File: src/verilog/isaPkg.sv
package isaPkg;

    localparam int wordW    = 16;
    localparam int regCount = 4;
    localparam int regIdxW  = 2;

    // opcodes in instr[15:12]
    localparam logic [3:0] opBne   = 4'd0;
    localparam logic [3:0] opBeq   = 4'd1;
    localparam logic [3:0] opAdi   = 4'd4;
    localparam logic [3:0] opLhi   = 4'd6;
    localparam logic [3:0] opLwd   = 4'd7;
    localparam logic [3:0] opSwd   = 4'd8;
    localparam logic [3:0] opJmp   = 4'd9;
    localparam logic [3:0] opRtype = 4'd15;

    // R-type function codes in instr[5:0]
    localparam logic [5:0] fnAdd = 6'd0;
    localparam logic [5:0] fnSub = 6'd1;
    localparam logic [5:0] fnAnd = 6'd2;
    localparam logic [5:0] fnOrr = 6'd3;
    localparam logic [5:0] fnWwd = 6'd28;
    localparam logic [5:0] fnHlt = 6'd29;

    // field positions
    localparam int opHi  = 15;
    localparam int opLo  = 12;
    localparam int rsHi  = 11;
    localparam int rsLo  = 10;
    localparam int rtHi  = 9;
    localparam int rtLo  = 8;
    localparam int rdHi  = 7;
    localparam int rdLo  = 6;
    localparam int fnHi  = 5;
    localparam int fnLo  = 0;
    localparam int immHi = 7;
    localparam int immLo = 0;
    localparam int jmpHi = 11;

endpackage

File: src/verilog/pipePkg.sv
package pipePkg;

    typedef enum logic [2:0] {
        aluAdd, aluSub, aluAnd, aluOr, aluLhi, aluPassA, aluCmpEq
    } aluOpT;

    // source of an execute operand
    typedef enum logic [1:0] {fwdNone, fwdMem, fwdWb} fwdSelT;

    typedef struct packed {
        logic                      valid;
        logic [isaPkg::wordW-1:0]  pc;
        logic [isaPkg::wordW-1:0]  instr;
    } ifIdT;

    typedef struct packed {
        logic                       valid;
        logic [isaPkg::wordW-1:0]   pc;
        logic [isaPkg::wordW-1:0]   opA;
        logic [isaPkg::wordW-1:0]   opB;
        logic [isaPkg::wordW-1:0]   imm;
        logic [isaPkg::regIdxW-1:0] rs;
        logic [isaPkg::regIdxW-1:0] rt;
        logic [isaPkg::regIdxW-1:0] rd;
        aluOpT                      aluOp;
        logic                       aluSrcImm;
        logic                       memRead;
        logic                       memWrite;
        logic                       regWrite;
        logic                       isWwd;
        logic                       isHlt;
        logic                       isBeq;
        logic                       isBne;
        logic                       isJmp;
        logic [isaPkg::wordW-1:0]   jmpTarget;
    } idExT;

    typedef struct packed {
        logic                       valid;
        logic [isaPkg::wordW-1:0]   aluResult;
        logic [isaPkg::wordW-1:0]   storeData;
        logic [isaPkg::regIdxW-1:0] rd;
        logic                       memRead;
        logic                       memWrite;
        logic                       regWrite;
        logic                       isWwd;
        logic                       isHlt;
    } exMemT;

    typedef struct packed {
        logic                       valid;
        logic [isaPkg::wordW-1:0]   writeValue;
        logic [isaPkg::regIdxW-1:0] rd;
        logic                       regWrite;
        logic                       isWwd;
        logic [isaPkg::wordW-1:0]   wwdValue;
        logic                       isHlt;
    } memWbT;

endpackage

File: src/verilog/alu.sv
`timescale 1ns/1ps

module alu (
    input  logic [isaPkg::wordW-1:0] a,
    input  logic [isaPkg::wordW-1:0] b,
    input  pipePkg::aluOpT           aluOp,
    output logic [isaPkg::wordW-1:0] result,
    output logic                     zero
);

    localparam int halfW = isaPkg::wordW / 2;

    always_comb begin
        case (aluOp)
            pipePkg::aluAdd:   result = a + b;
            pipePkg::aluSub:   result = a - b;
            pipePkg::aluAnd:   result = a & b;
            pipePkg::aluOr:    result = a | b;
            pipePkg::aluLhi:   result = {b[halfW-1:0], {halfW{1'b0}}}; // imm to upper byte
            pipePkg::aluPassA: result = a;
            pipePkg::aluCmpEq: result = a ^ b; // zero when equal
            default:           result = '0;
        endcase
    end

    assign zero = (result == '0);

endmodule

File: src/verilog/cpuCore.sv
`timescale 1ns/1ps

module cpuCore (
    input  logic                     clk,
    input  logic                     arstN,
    output logic [isaPkg::wordW-1:0] instrAddr,
    input  logic [isaPkg::wordW-1:0] instrData,
    output logic                     dataRead,
    output logic                     dataWrite,
    output logic [isaPkg::wordW-1:0] dataAddr,
    output logic [isaPkg::wordW-1:0] dataWriteData,
    input  logic [isaPkg::wordW-1:0] dataReadData,
    output logic                     outputValid,
    output logic [isaPkg::wordW-1:0] outputPort,
    output logic [isaPkg::wordW-1:0] numInst,
    output logic                     halted
);

    localparam int W = isaPkg::wordW;

    pipePkg::ifIdT  ifIdD, ifIdQ;
    pipePkg::idExT  idExD, idExQ;
    pipePkg::exMemT exMemD, exMemQ;
    pipePkg::memWbT memWbD, memWbQ;

    logic [W-1:0] pc, pcNext, branchTarget;
    logic [W-1:0] rfA, rfB, decImm;
    logic [W-1:0] opA, opB, aluB, aluResult;
    logic [isaPkg::regIdxW-1:0] decRs, decRt, ctlRd;
    logic pcWrite, ifIdWrite, bubble, flush, branchTaken, aluZero;
    logic ctlAluSrcImm, ctlMemRead, ctlMemWrite, ctlRegWrite;
    logic ctlWwd, ctlHlt, ctlBeq, ctlBne, ctlJmp;
    pipePkg::aluOpT  ctlAluOp;
    pipePkg::fwdSelT fwdA, fwdB;

    // fetch
    always_ff @(posedge clk or negedge arstN) begin
        if (!arstN) begin
            pc <= '0;
        end else if (pcWrite) begin
            pc <= pcNext;
        end
    end

    assign pcNext = !branchTaken ? pc + W'(1) :
                    idExQ.isJmp  ? idExQ.jmpTarget : branchTarget;
    assign instrAddr = pc;
    assign ifIdD     = '{valid: 1'b1, pc: pc, instr: instrData};

    stageReg #(.payloadT(pipePkg::ifIdT)) u_ifId (
        .clk, .arstN, .hold(!ifIdWrite), .clear(flush), .d(ifIdD), .q(ifIdQ)
    );

    // decode
    assign decRs  = ifIdQ.instr[isaPkg::rsHi:isaPkg::rsLo];
    assign decRt  = ifIdQ.instr[isaPkg::rtHi:isaPkg::rtLo];
    assign decImm = {{(W - isaPkg::immHi - 1){ifIdQ.instr[isaPkg::immHi]}},
                     ifIdQ.instr[isaPkg::immHi:isaPkg::immLo]};

    pipeControl u_pipeControl (
        .clk, .arstN,
        .instr(ifIdQ.instr),
        .exRd(idExQ.rd), .exMemRead(idExQ.memRead), .exValid(idExQ.valid),
        .memRd(exMemQ.rd), .memRegWrite(exMemQ.regWrite),
        .wbRd(memWbQ.rd), .wbRegWrite(memWbQ.regWrite),
        .decRs, .decRt, .exRs(idExQ.rs), .exRt(idExQ.rt),
        .branchTaken, .halted,
        .pcWrite, .ifIdWrite, .bubble, .flush, .fwdA, .fwdB,
        .aluOp(ctlAluOp), .aluSrcImm(ctlAluSrcImm), .memRead(ctlMemRead),
        .memWrite(ctlMemWrite), .regWrite(ctlRegWrite), .rdSel(ctlRd),
        .isWwd(ctlWwd), .isHlt(ctlHlt), .isBeq(ctlBeq), .isBne(ctlBne), .isJmp(ctlJmp)
    );

    regFile u_regFile (
        .clk, .arstN, .rdAddrA(decRs), .rdAddrB(decRt),
        .wrAddr(memWbQ.rd), .wrData(memWbQ.writeValue),
        .wrEn(memWbQ.valid && memWbQ.regWrite),
        .rdDataA(rfA), .rdDataB(rfB)
    );

    always_comb begin
        idExD           = '0;
        idExD.valid     = ifIdQ.valid;
        idExD.pc        = ifIdQ.pc;
        idExD.opA       = rfA;
        idExD.opB       = rfB;
        idExD.imm       = decImm;
        idExD.rs        = decRs;
        idExD.rt        = decRt;
        idExD.rd        = ctlRd;
        idExD.aluOp     = ctlAluOp;
        idExD.aluSrcImm = ctlAluSrcImm;
        idExD.memRead   = ctlMemRead;
        idExD.memWrite  = ctlMemWrite;
        idExD.regWrite  = ctlRegWrite;
        idExD.isWwd     = ctlWwd;
        idExD.isHlt     = ctlHlt;
        idExD.isBeq     = ctlBeq;
        idExD.isBne     = ctlBne;
        idExD.isJmp     = ctlJmp;
        idExD.jmpTarget = {ifIdQ.pc[W-1:isaPkg::jmpHi+1], ifIdQ.instr[isaPkg::jmpHi:0]};
    end

    stageReg #(.payloadT(pipePkg::idExT)) u_idEx (
        .clk, .arstN, .hold(halted), .clear(bubble || flush || !ifIdQ.valid),
        .d(idExD), .q(idExQ)
    );

    // execute with forwarding
    always_comb begin
        case (fwdA)
            pipePkg::fwdMem: opA = exMemQ.aluResult;
            pipePkg::fwdWb:  opA = memWbQ.writeValue;
            default:         opA = idExQ.opA;
        endcase
        case (fwdB)
            pipePkg::fwdMem: opB = exMemQ.aluResult;
            pipePkg::fwdWb:  opB = memWbQ.writeValue;
            default:         opB = idExQ.opB;
        endcase
    end

    assign aluB = idExQ.aluSrcImm ? idExQ.imm : opB;

    alu u_alu (.a(opA), .b(aluB), .aluOp(idExQ.aluOp), .result(aluResult), .zero(aluZero));

    assign branchTarget = idExQ.pc + W'(1) + idExQ.imm;
    assign branchTaken  = idExQ.valid && (idExQ.isJmp || (idExQ.isBeq && aluZero) ||
                                          (idExQ.isBne && !aluZero));

    assign exMemD = '{valid: idExQ.valid, aluResult: aluResult, storeData: opB,
                      rd: idExQ.rd, memRead: idExQ.memRead, memWrite: idExQ.memWrite,
                      regWrite: idExQ.regWrite, isWwd: idExQ.isWwd, isHlt: idExQ.isHlt};

    stageReg #(.payloadT(pipePkg::exMemT)) u_exMem (
        .clk, .arstN, .hold(halted), .clear(1'b0), .d(exMemD), .q(exMemQ)
    );

    // memory answers in the same cycle
    assign dataRead      = exMemQ.valid && exMemQ.memRead;
    assign dataWrite     = exMemQ.valid && exMemQ.memWrite;
    assign dataAddr      = exMemQ.aluResult;
    assign dataWriteData = exMemQ.storeData;

    assign memWbD = '{valid: exMemQ.valid,
                      writeValue: exMemQ.memRead ? dataReadData : exMemQ.aluResult,
                      rd: exMemQ.rd, regWrite: exMemQ.regWrite, isWwd: exMemQ.isWwd,
                      wwdValue: exMemQ.aluResult, isHlt: exMemQ.isHlt};

    stageReg #(.payloadT(pipePkg::memWbT)) u_memWb (
        .clk, .arstN, .hold(halted), .clear(1'b0), .d(memWbD), .q(memWbQ)
    );

    // retirement one cycle after writeback
    always_ff @(posedge clk or negedge arstN) begin
        if (!arstN) begin
            outputValid <= 1'b0;
            numInst     <= '0;
            halted      <= 1'b0;
        end else begin
            outputValid <= !halted && memWbQ.valid && memWbQ.isWwd;
            if (!halted && memWbQ.valid) begin
                numInst <= numInst + W'(1);
                if (memWbQ.isHlt) halted <= 1'b1;
            end
        end
    end

    always_ff @(posedge clk) begin
        if (memWbQ.valid && memWbQ.isWwd) outputPort <= memWbQ.wwdValue;
    end

endmodule

File: src/verilog/pipeControl.sv
`timescale 1ns/1ps

module pipeControl (
    input  logic                       clk,
    input  logic                       arstN,
    input  logic [isaPkg::wordW-1:0]   instr,
    input  logic [isaPkg::regIdxW-1:0] exRd,
    input  logic                       exMemRead,
    input  logic                       exValid,
    input  logic [isaPkg::regIdxW-1:0] memRd,
    input  logic                       memRegWrite,
    input  logic [isaPkg::regIdxW-1:0] wbRd,
    input  logic                       wbRegWrite,
    input  logic [isaPkg::regIdxW-1:0] decRs,
    input  logic [isaPkg::regIdxW-1:0] decRt,
    input  logic [isaPkg::regIdxW-1:0] exRs,
    input  logic [isaPkg::regIdxW-1:0] exRt,
    input  logic                       branchTaken,
    input  logic                       halted,
    output logic                       pcWrite,
    output logic                       ifIdWrite,
    output logic                       bubble,
    output logic                       flush,
    output pipePkg::fwdSelT            fwdA,
    output pipePkg::fwdSelT            fwdB,
    output pipePkg::aluOpT             aluOp,
    output logic                       aluSrcImm,
    output logic                       memRead,
    output logic                       memWrite,
    output logic                       regWrite,
    output logic [isaPkg::regIdxW-1:0] rdSel,
    output logic                       isWwd,
    output logic                       isHlt,
    output logic                       isBeq,
    output logic                       isBne,
    output logic                       isJmp
);

    logic [3:0] opcode;
    logic [5:0] fn;
    logic       loadUse;
    logic       haltLatch;
    logic       freeze;

    function automatic pipePkg::fwdSelT pickFwd(input logic [isaPkg::regIdxW-1:0] src);
        if (memRegWrite && memRd == src) return pipePkg::fwdMem; // newer stage wins
        if (wbRegWrite && wbRd == src) return pipePkg::fwdWb;
        return pipePkg::fwdNone;
    endfunction

    assign opcode = instr[isaPkg::opHi:isaPkg::opLo];
    assign fn     = instr[isaPkg::fnHi:isaPkg::fnLo];

    always_comb begin
        aluOp     = pipePkg::aluAdd;
        aluSrcImm = 1'b0;
        memRead   = 1'b0;
        memWrite  = 1'b0;
        regWrite  = 1'b0;
        rdSel     = instr[isaPkg::rtHi:isaPkg::rtLo]; // I-type writes rt
        isWwd     = 1'b0;
        isHlt     = 1'b0;
        isBeq     = 1'b0;
        isBne     = 1'b0;
        isJmp     = 1'b0;
        case (opcode)
            isaPkg::opRtype: begin
                rdSel = instr[isaPkg::rdHi:isaPkg::rdLo];
                case (fn)
                    isaPkg::fnAdd: regWrite = 1'b1;
                    isaPkg::fnSub: begin
                        aluOp    = pipePkg::aluSub;
                        regWrite = 1'b1;
                    end
                    isaPkg::fnAnd: begin
                        aluOp    = pipePkg::aluAnd;
                        regWrite = 1'b1;
                    end
                    isaPkg::fnOrr: begin
                        aluOp    = pipePkg::aluOr;
                        regWrite = 1'b1;
                    end
                    isaPkg::fnWwd: begin
                        aluOp = pipePkg::aluPassA;
                        isWwd = 1'b1;
                    end
                    isaPkg::fnHlt: isHlt = 1'b1;
                    default: ;
                endcase
            end
            isaPkg::opAdi: begin
                aluSrcImm = 1'b1;
                regWrite  = 1'b1;
            end
            isaPkg::opLhi: begin
                aluOp     = pipePkg::aluLhi;
                aluSrcImm = 1'b1;
                regWrite  = 1'b1;
            end
            isaPkg::opLwd: begin
                aluSrcImm = 1'b1;
                memRead   = 1'b1;
                regWrite  = 1'b1;
            end
            isaPkg::opSwd: begin
                aluSrcImm = 1'b1;
                memWrite  = 1'b1;
            end
            isaPkg::opBeq: begin
                aluOp = pipePkg::aluCmpEq;
                isBeq = 1'b1;
            end
            isaPkg::opBne: begin
                aluOp = pipePkg::aluCmpEq;
                isBne = 1'b1;
            end
            isaPkg::opJmp: isJmp = 1'b1;
            default: ;
        endcase
    end

    // load in execute feeding the instruction in decode
    assign loadUse = exValid && exMemRead && (exRd == decRs || exRd == decRt);

    // HLT entering execute stops fetch and everything behind it
    always_ff @(posedge clk or negedge arstN) begin
        if (!arstN) begin
            haltLatch <= 1'b0;
        end else if (isHlt && !loadUse && !flush) begin
            haltLatch <= 1'b1;
        end
    end

    assign freeze    = haltLatch || halted;
    assign flush     = branchTaken;
    assign pcWrite   = !freeze && (!loadUse || flush);
    assign ifIdWrite = !freeze && !loadUse;
    assign bubble    = loadUse || freeze;

    always_comb begin
        fwdA = pickFwd(exRs);
        fwdB = pickFwd(exRt);
    end

endmodule

File: src/verilog/regFile.sv
`timescale 1ns/1ps

module regFile (
    input  logic                       clk,
    input  logic                       arstN,
    input  logic [isaPkg::regIdxW-1:0] rdAddrA,
    input  logic [isaPkg::regIdxW-1:0] rdAddrB,
    input  logic [isaPkg::regIdxW-1:0] wrAddr,
    input  logic [isaPkg::wordW-1:0]   wrData,
    input  logic                       wrEn,
    output logic [isaPkg::wordW-1:0]   rdDataA,
    output logic [isaPkg::wordW-1:0]   rdDataB
);

    logic [isaPkg::wordW-1:0] regs [isaPkg::regCount];

    always_ff @(posedge clk or negedge arstN) begin
        if (!arstN) begin
            regs <= '{default: '0};
        end else if (wrEn) begin
            regs[wrAddr] <= wrData;
        end
    end

    // write-through so decode sees the writeback value
    assign rdDataA = (wrEn && wrAddr == rdAddrA) ? wrData : regs[rdAddrA];
    assign rdDataB = (wrEn && wrAddr == rdAddrB) ? wrData : regs[rdAddrB];

endmodule

File: src/verilog/stageReg.sv
`timescale 1ns/1ps

module stageReg #(
    parameter type payloadT = logic
) (
    input  logic    clk,
    input  logic    arstN,
    input  logic    hold,
    input  logic    clear,
    input  payloadT d,
    output payloadT q
);

    always_ff @(posedge clk or negedge arstN) begin
        if (!arstN) begin
            q <= '0;
        end else if (clear) begin
            q <= '0; // valid drops with the rest
        end else if (!hold) begin
            q <= d;
        end
    end

endmodule
File: config.mk
export PLATFORM = sky130hd
export DESIGN_NAME = cpuCore
export DESIGN_NICKNAME = d
export VERILOG_FILES = /design/src/verilog/isaPkg.sv /design/src/verilog/pipePkg.sv /design/src/verilog/alu.sv /design/src/verilog/cpuCore.sv /design/src/verilog/pipeControl.sv /design/src/verilog/regFile.sv /design/src/verilog/stageReg.sv
export SDC_FILE = /design/constraint.sdc
export NUM_CORES = 1
export LEC_CHECK = 0
export BUFFER_PORTS_ARGS = -buffer_cell sky130_fd_sc_hd__buf_2
export CAP_MARGIN = 20
export CORE_UTILIZATION = 61
export CTS_BUF_LIST = sky130_fd_sc_hd__clkbuf_2 sky130_fd_sc_hd__clkbuf_4 sky130_fd_sc_hd__clkbuf_8
export CTS_CLUSTER_DIAMETER = 120
export DETAILED_ROUTE_END_ITERATION = 7
export GPL_TIMING_DRIVEN = 0
export PLACE_DENSITY = 0.83
export SKIP_CTS_REPAIR_TIMING = 1
export SYNTH_ARGS = -nofsm -noshare
export SYNTH_HDL_FRONTEND = slang
export SYNTH_HIERARCHICAL = 1
export SYNTH_SLANG_ARGS = --single-unit
File: constraint.sdc
create_clock -name clk -period 13.6 [get_ports clk]
set_clock_uncertainty 0.2 [all_clocks]
set_input_delay 0.68 -clock clk [delete_from_list [all_inputs] [get_ports clk]]
set_output_delay 0.68 -clock clk [all_outputs]
set_load 0.05 [all_outputs]
==> impl_metrics.py <==
metrics = {
    "clock_network": {
        "cts.sinks": 325,
        "cts_buffer_depth": 3,
        "cts_tree": "yes",
        "clock_tree.htree_level_count": 2,
        "insertion_delay_ns": 0.62,
        "cts_made_buffers": 54,
        "clk_pin_slew_ns": 0.06,
        "ctsRootBufferMaster": "clkbuf_8",
    },
    "routing": {
        "drtIter0Drc": 1555,
        "ant_nets": 0,
        "dr.pass1.iters": 8,
        "wl_per_cell_um": 23.6,
        "vias": 15200,
        "viasPerCell": 6.37,
        "wirelength_um": 56400,
        "drcViolationCount": 8,
    },
    "global_route": {
        "use_met3": 0.0563,
        "grt_use_total": 0.350,
        "grt_pass1_vias": 14900,
        "grt_first_pass_wirelength_um": 87500,
        "antenna_found_initial": 0,
        "grtUsageMet1": 0.491,
        "gr-max-usage-layer": "met2",
        "grt_max_degree": 121,
        "use_met2": 0.555,
        "gr-total-overflow": 0,
    },
    "layout": {
        "nets": 2058,
        "design_area_mm2": 0.0217,
        "n_antenna_cell": 0,
        "final_cell_mix": "309 x dfrtp_1, 256 x nor2_1, 224 x mux2i_1",
        "drive_above_1_share": 0.232,
        "final_common_cell": "dfrtp_1",
        "area_growth_pct": 12.3,
        "final-seq-area_mm2": 0.00821,
        "n_fill_cell": 2225,
        "multi_input_area_mm2": 0.0101,
    },
    "power_and_ir_drop": {
        "peakVddDrop_uv": 82.9,
        "power.leakage_nw": 10.1,
        "cellPowerDensity_mw_per_mm2": 126,
    },
    "timing": {
        "grt_setup_unrepaired": "no",
        "tns_ns": 0,
        "max_freq_mhz": 99.9,
        "period_share": 0.736,
        "relSlewSlack": 0.303,
        "fin_ws_ns": 3.59,
        "fin_crit_ns": 10.01,
        "slew_viol_final": 0,
        "worstMarginPinSlew_ns": 1.05,
        "hold_viol": 0,
        "setup_viol": 0,
    },
    "logic_synthesis": {
        "syn_inst": 1772,
        "synthDistinctLibCells": 102,
        "ys_seq_area_frac": 0.426,
        "synth_area_mm2": 0.0193,
        "syn_avg_cell_area_um2": 10.9,
        "ys.flop_type": "dfrtp_1",
        "synth_enable_flop_cells": 16,
        "async_flop_share": 0.951,
        "ys_seq_elements": 325,
        "yosys_warnings": 6,
    },
    "floorplanning": {
        "fp.dieH_um": 180,
        "initial_utilization": 0.626,
        "dieArea_mm2": 0.0323,
        "coreArea_mm2": 0.0308,
        "dieWidth_um": 180,
        "ios": 118,
        "fp-row-count": 64,
    },
    "worst_setup_path": {
        "crit_arrival_ns": 10.28,
        "path_max_fanout": 12,
        "cp-end-kind": "flip-flop",
        "start_kind": "flip-flop",
        "path_buf_inv": 7,
        "slowest_stage": "o21ai_0",
        "crit_family": "simple AND/OR/NAND/NOR gates",
        "max_stage_delay_ns": 0.73,
        "crit_type": "reg -> reg",
        "cp.required_ns": 13.87,
    },
    "place": {
        "port_buffers": 117,
        "place_area_mm2": 0.0205,
        "hpwl_um": 41700,
        "gp_congestion": 0.970,
        "dp_slack_ns": 3.91,
    },
    "outcome": {
        "outcome": "finished with violations",
        "violations": "DRC",
    },
    "flow_run": {
        "maxCapViolCount": 0,
    },
    "min_path": {
        "hold_class": "in -> reg",
    },
}
[registers in the layout (all words and copies together), names as in the netlist]
| register | count |
|---|---|
| halted | 1 |
| u_exMem/q | 40 |
| u_pipeControl/haltLatch | 1 |
| u_memWb/q | 38 |
| u_ifId/q | 33 |
| u_regFile/regs | 64 |
| u_idEx/q | 99 |
| instrAddr | 16 |
| outputValid | 1 |
| numInst | 16 |
| outputPort | 16 |
[per-layer routing]
| layer | up-vias | part of all wire |
|---|---|---|
| met3 | 115 | 0.071 |
| met2 | 675 | 0.47 |
| met4 | 0 | 0.030 |
| li1 | 6745 | - |
| met1 | 7674 | 0.43 |
| met5 | - | 0 |
[stage by stage]
| step | hold slack (ns) | total power (W) | utilization | cells |
|---|---|---|---|---|
| floorplan | 0.184 | 0.00159 | - | 1777 |
| global placement | 0.230 | 0.00178 | 0.662 | 2290 |
| detailed placement | 0.237 | 0.00180 | 0.664 | 2292 |
| CTS | -0.0995 | 0.00273 | 0.702 | 2388 |
| global route | 0.111 | 0.00285 | 0.703 | 2389 |
| finish | 0.104 | 0.00274 | 0.703 | 2389 |
[worst paths after layout]
| check | startpoint | end | slack [ns] | cells after the start |
|---|---|---|---|---|
| max | u_exMem/q[5]$_DFFE_PN0P_ | instrAddr[11]$_DFFE_PN0P_ | 3.59 | 33 |
| min | instrData[2] | u_ifId/q[2]$_DFFE_PN0P_ | 0.10 | 3 |
| max reg2reg | u_exMem/q[5]$_DFFE_PN0P_ | instrAddr[11]$_DFFE_PN0P_ | 3.59 | 33 |
| min reg2reg | u_memWb/q[1]$_DFFE_PN0P_ | outputPort[0]$_DFFE_PP_ | 0.25 | 0 |
| max in group asynchronous | arstN | u_regFile/regs[54]$_DFFE_PN0P_ | 11.27 | 4 |
| min in group asynchronous | arstN | instrAddr[7]$_DFFE_PN0P_ | 0.48 | 2 |
[area by class of cell]
cell class                      count  area share
Clock buffer                       89      0.0513
Inverter                           55     0.00953
Clock inverter                      7     0.00364
Buffer                            114      0.0349
Sequential cell                   325       0.379
Timing Repair Buffer              120      0.0305
Multi-Input combinational cell   1283       0.468
Tap cell                          396      0.0229
[worst min-delay path: stages]
cell,delay (ns)
buf_2,0.07
mux2i_1,0.05
nor2_1,0.07
[synth_stat cells, types with 18 or more instances]
library cell	count	area [um2]
dfrtp_1	309	7730
nor2_1	256	961
mux2i_1	224	2240
mux2_2	111	1250
nand2_1	83	312
o21ai_0	81	405
ha_1	69	863
inv_1	53	199
clkbuf_1	52	195
xnor2_1	46	403
a21oi_1	45	225
a22oi_1	37	278
nand3_1	30	150
mux4_2	24	541
buf_2	23	115
mux2_4	21	315
nor3_1	18	90.1
[report_power, final]
part	switching [W]	internal, W
registers	0.000126	0.00105
logic	0.000394	0.000232
clock network	0.000403	0.000535
[logic make-up after synthesis]
kind of cell	synth area share
AO/OA/AOI/OAI	0.0968
adder cells (fa/ha/maj)	0.0468
buffers and inverters	0.0499
flip-flops	0.426
multiplexers	0.239
other	0.000389
XOR/XNOR	0.0272
AND/OR/NAND/NOR	0.115
(Power assumes the default switching activity.)
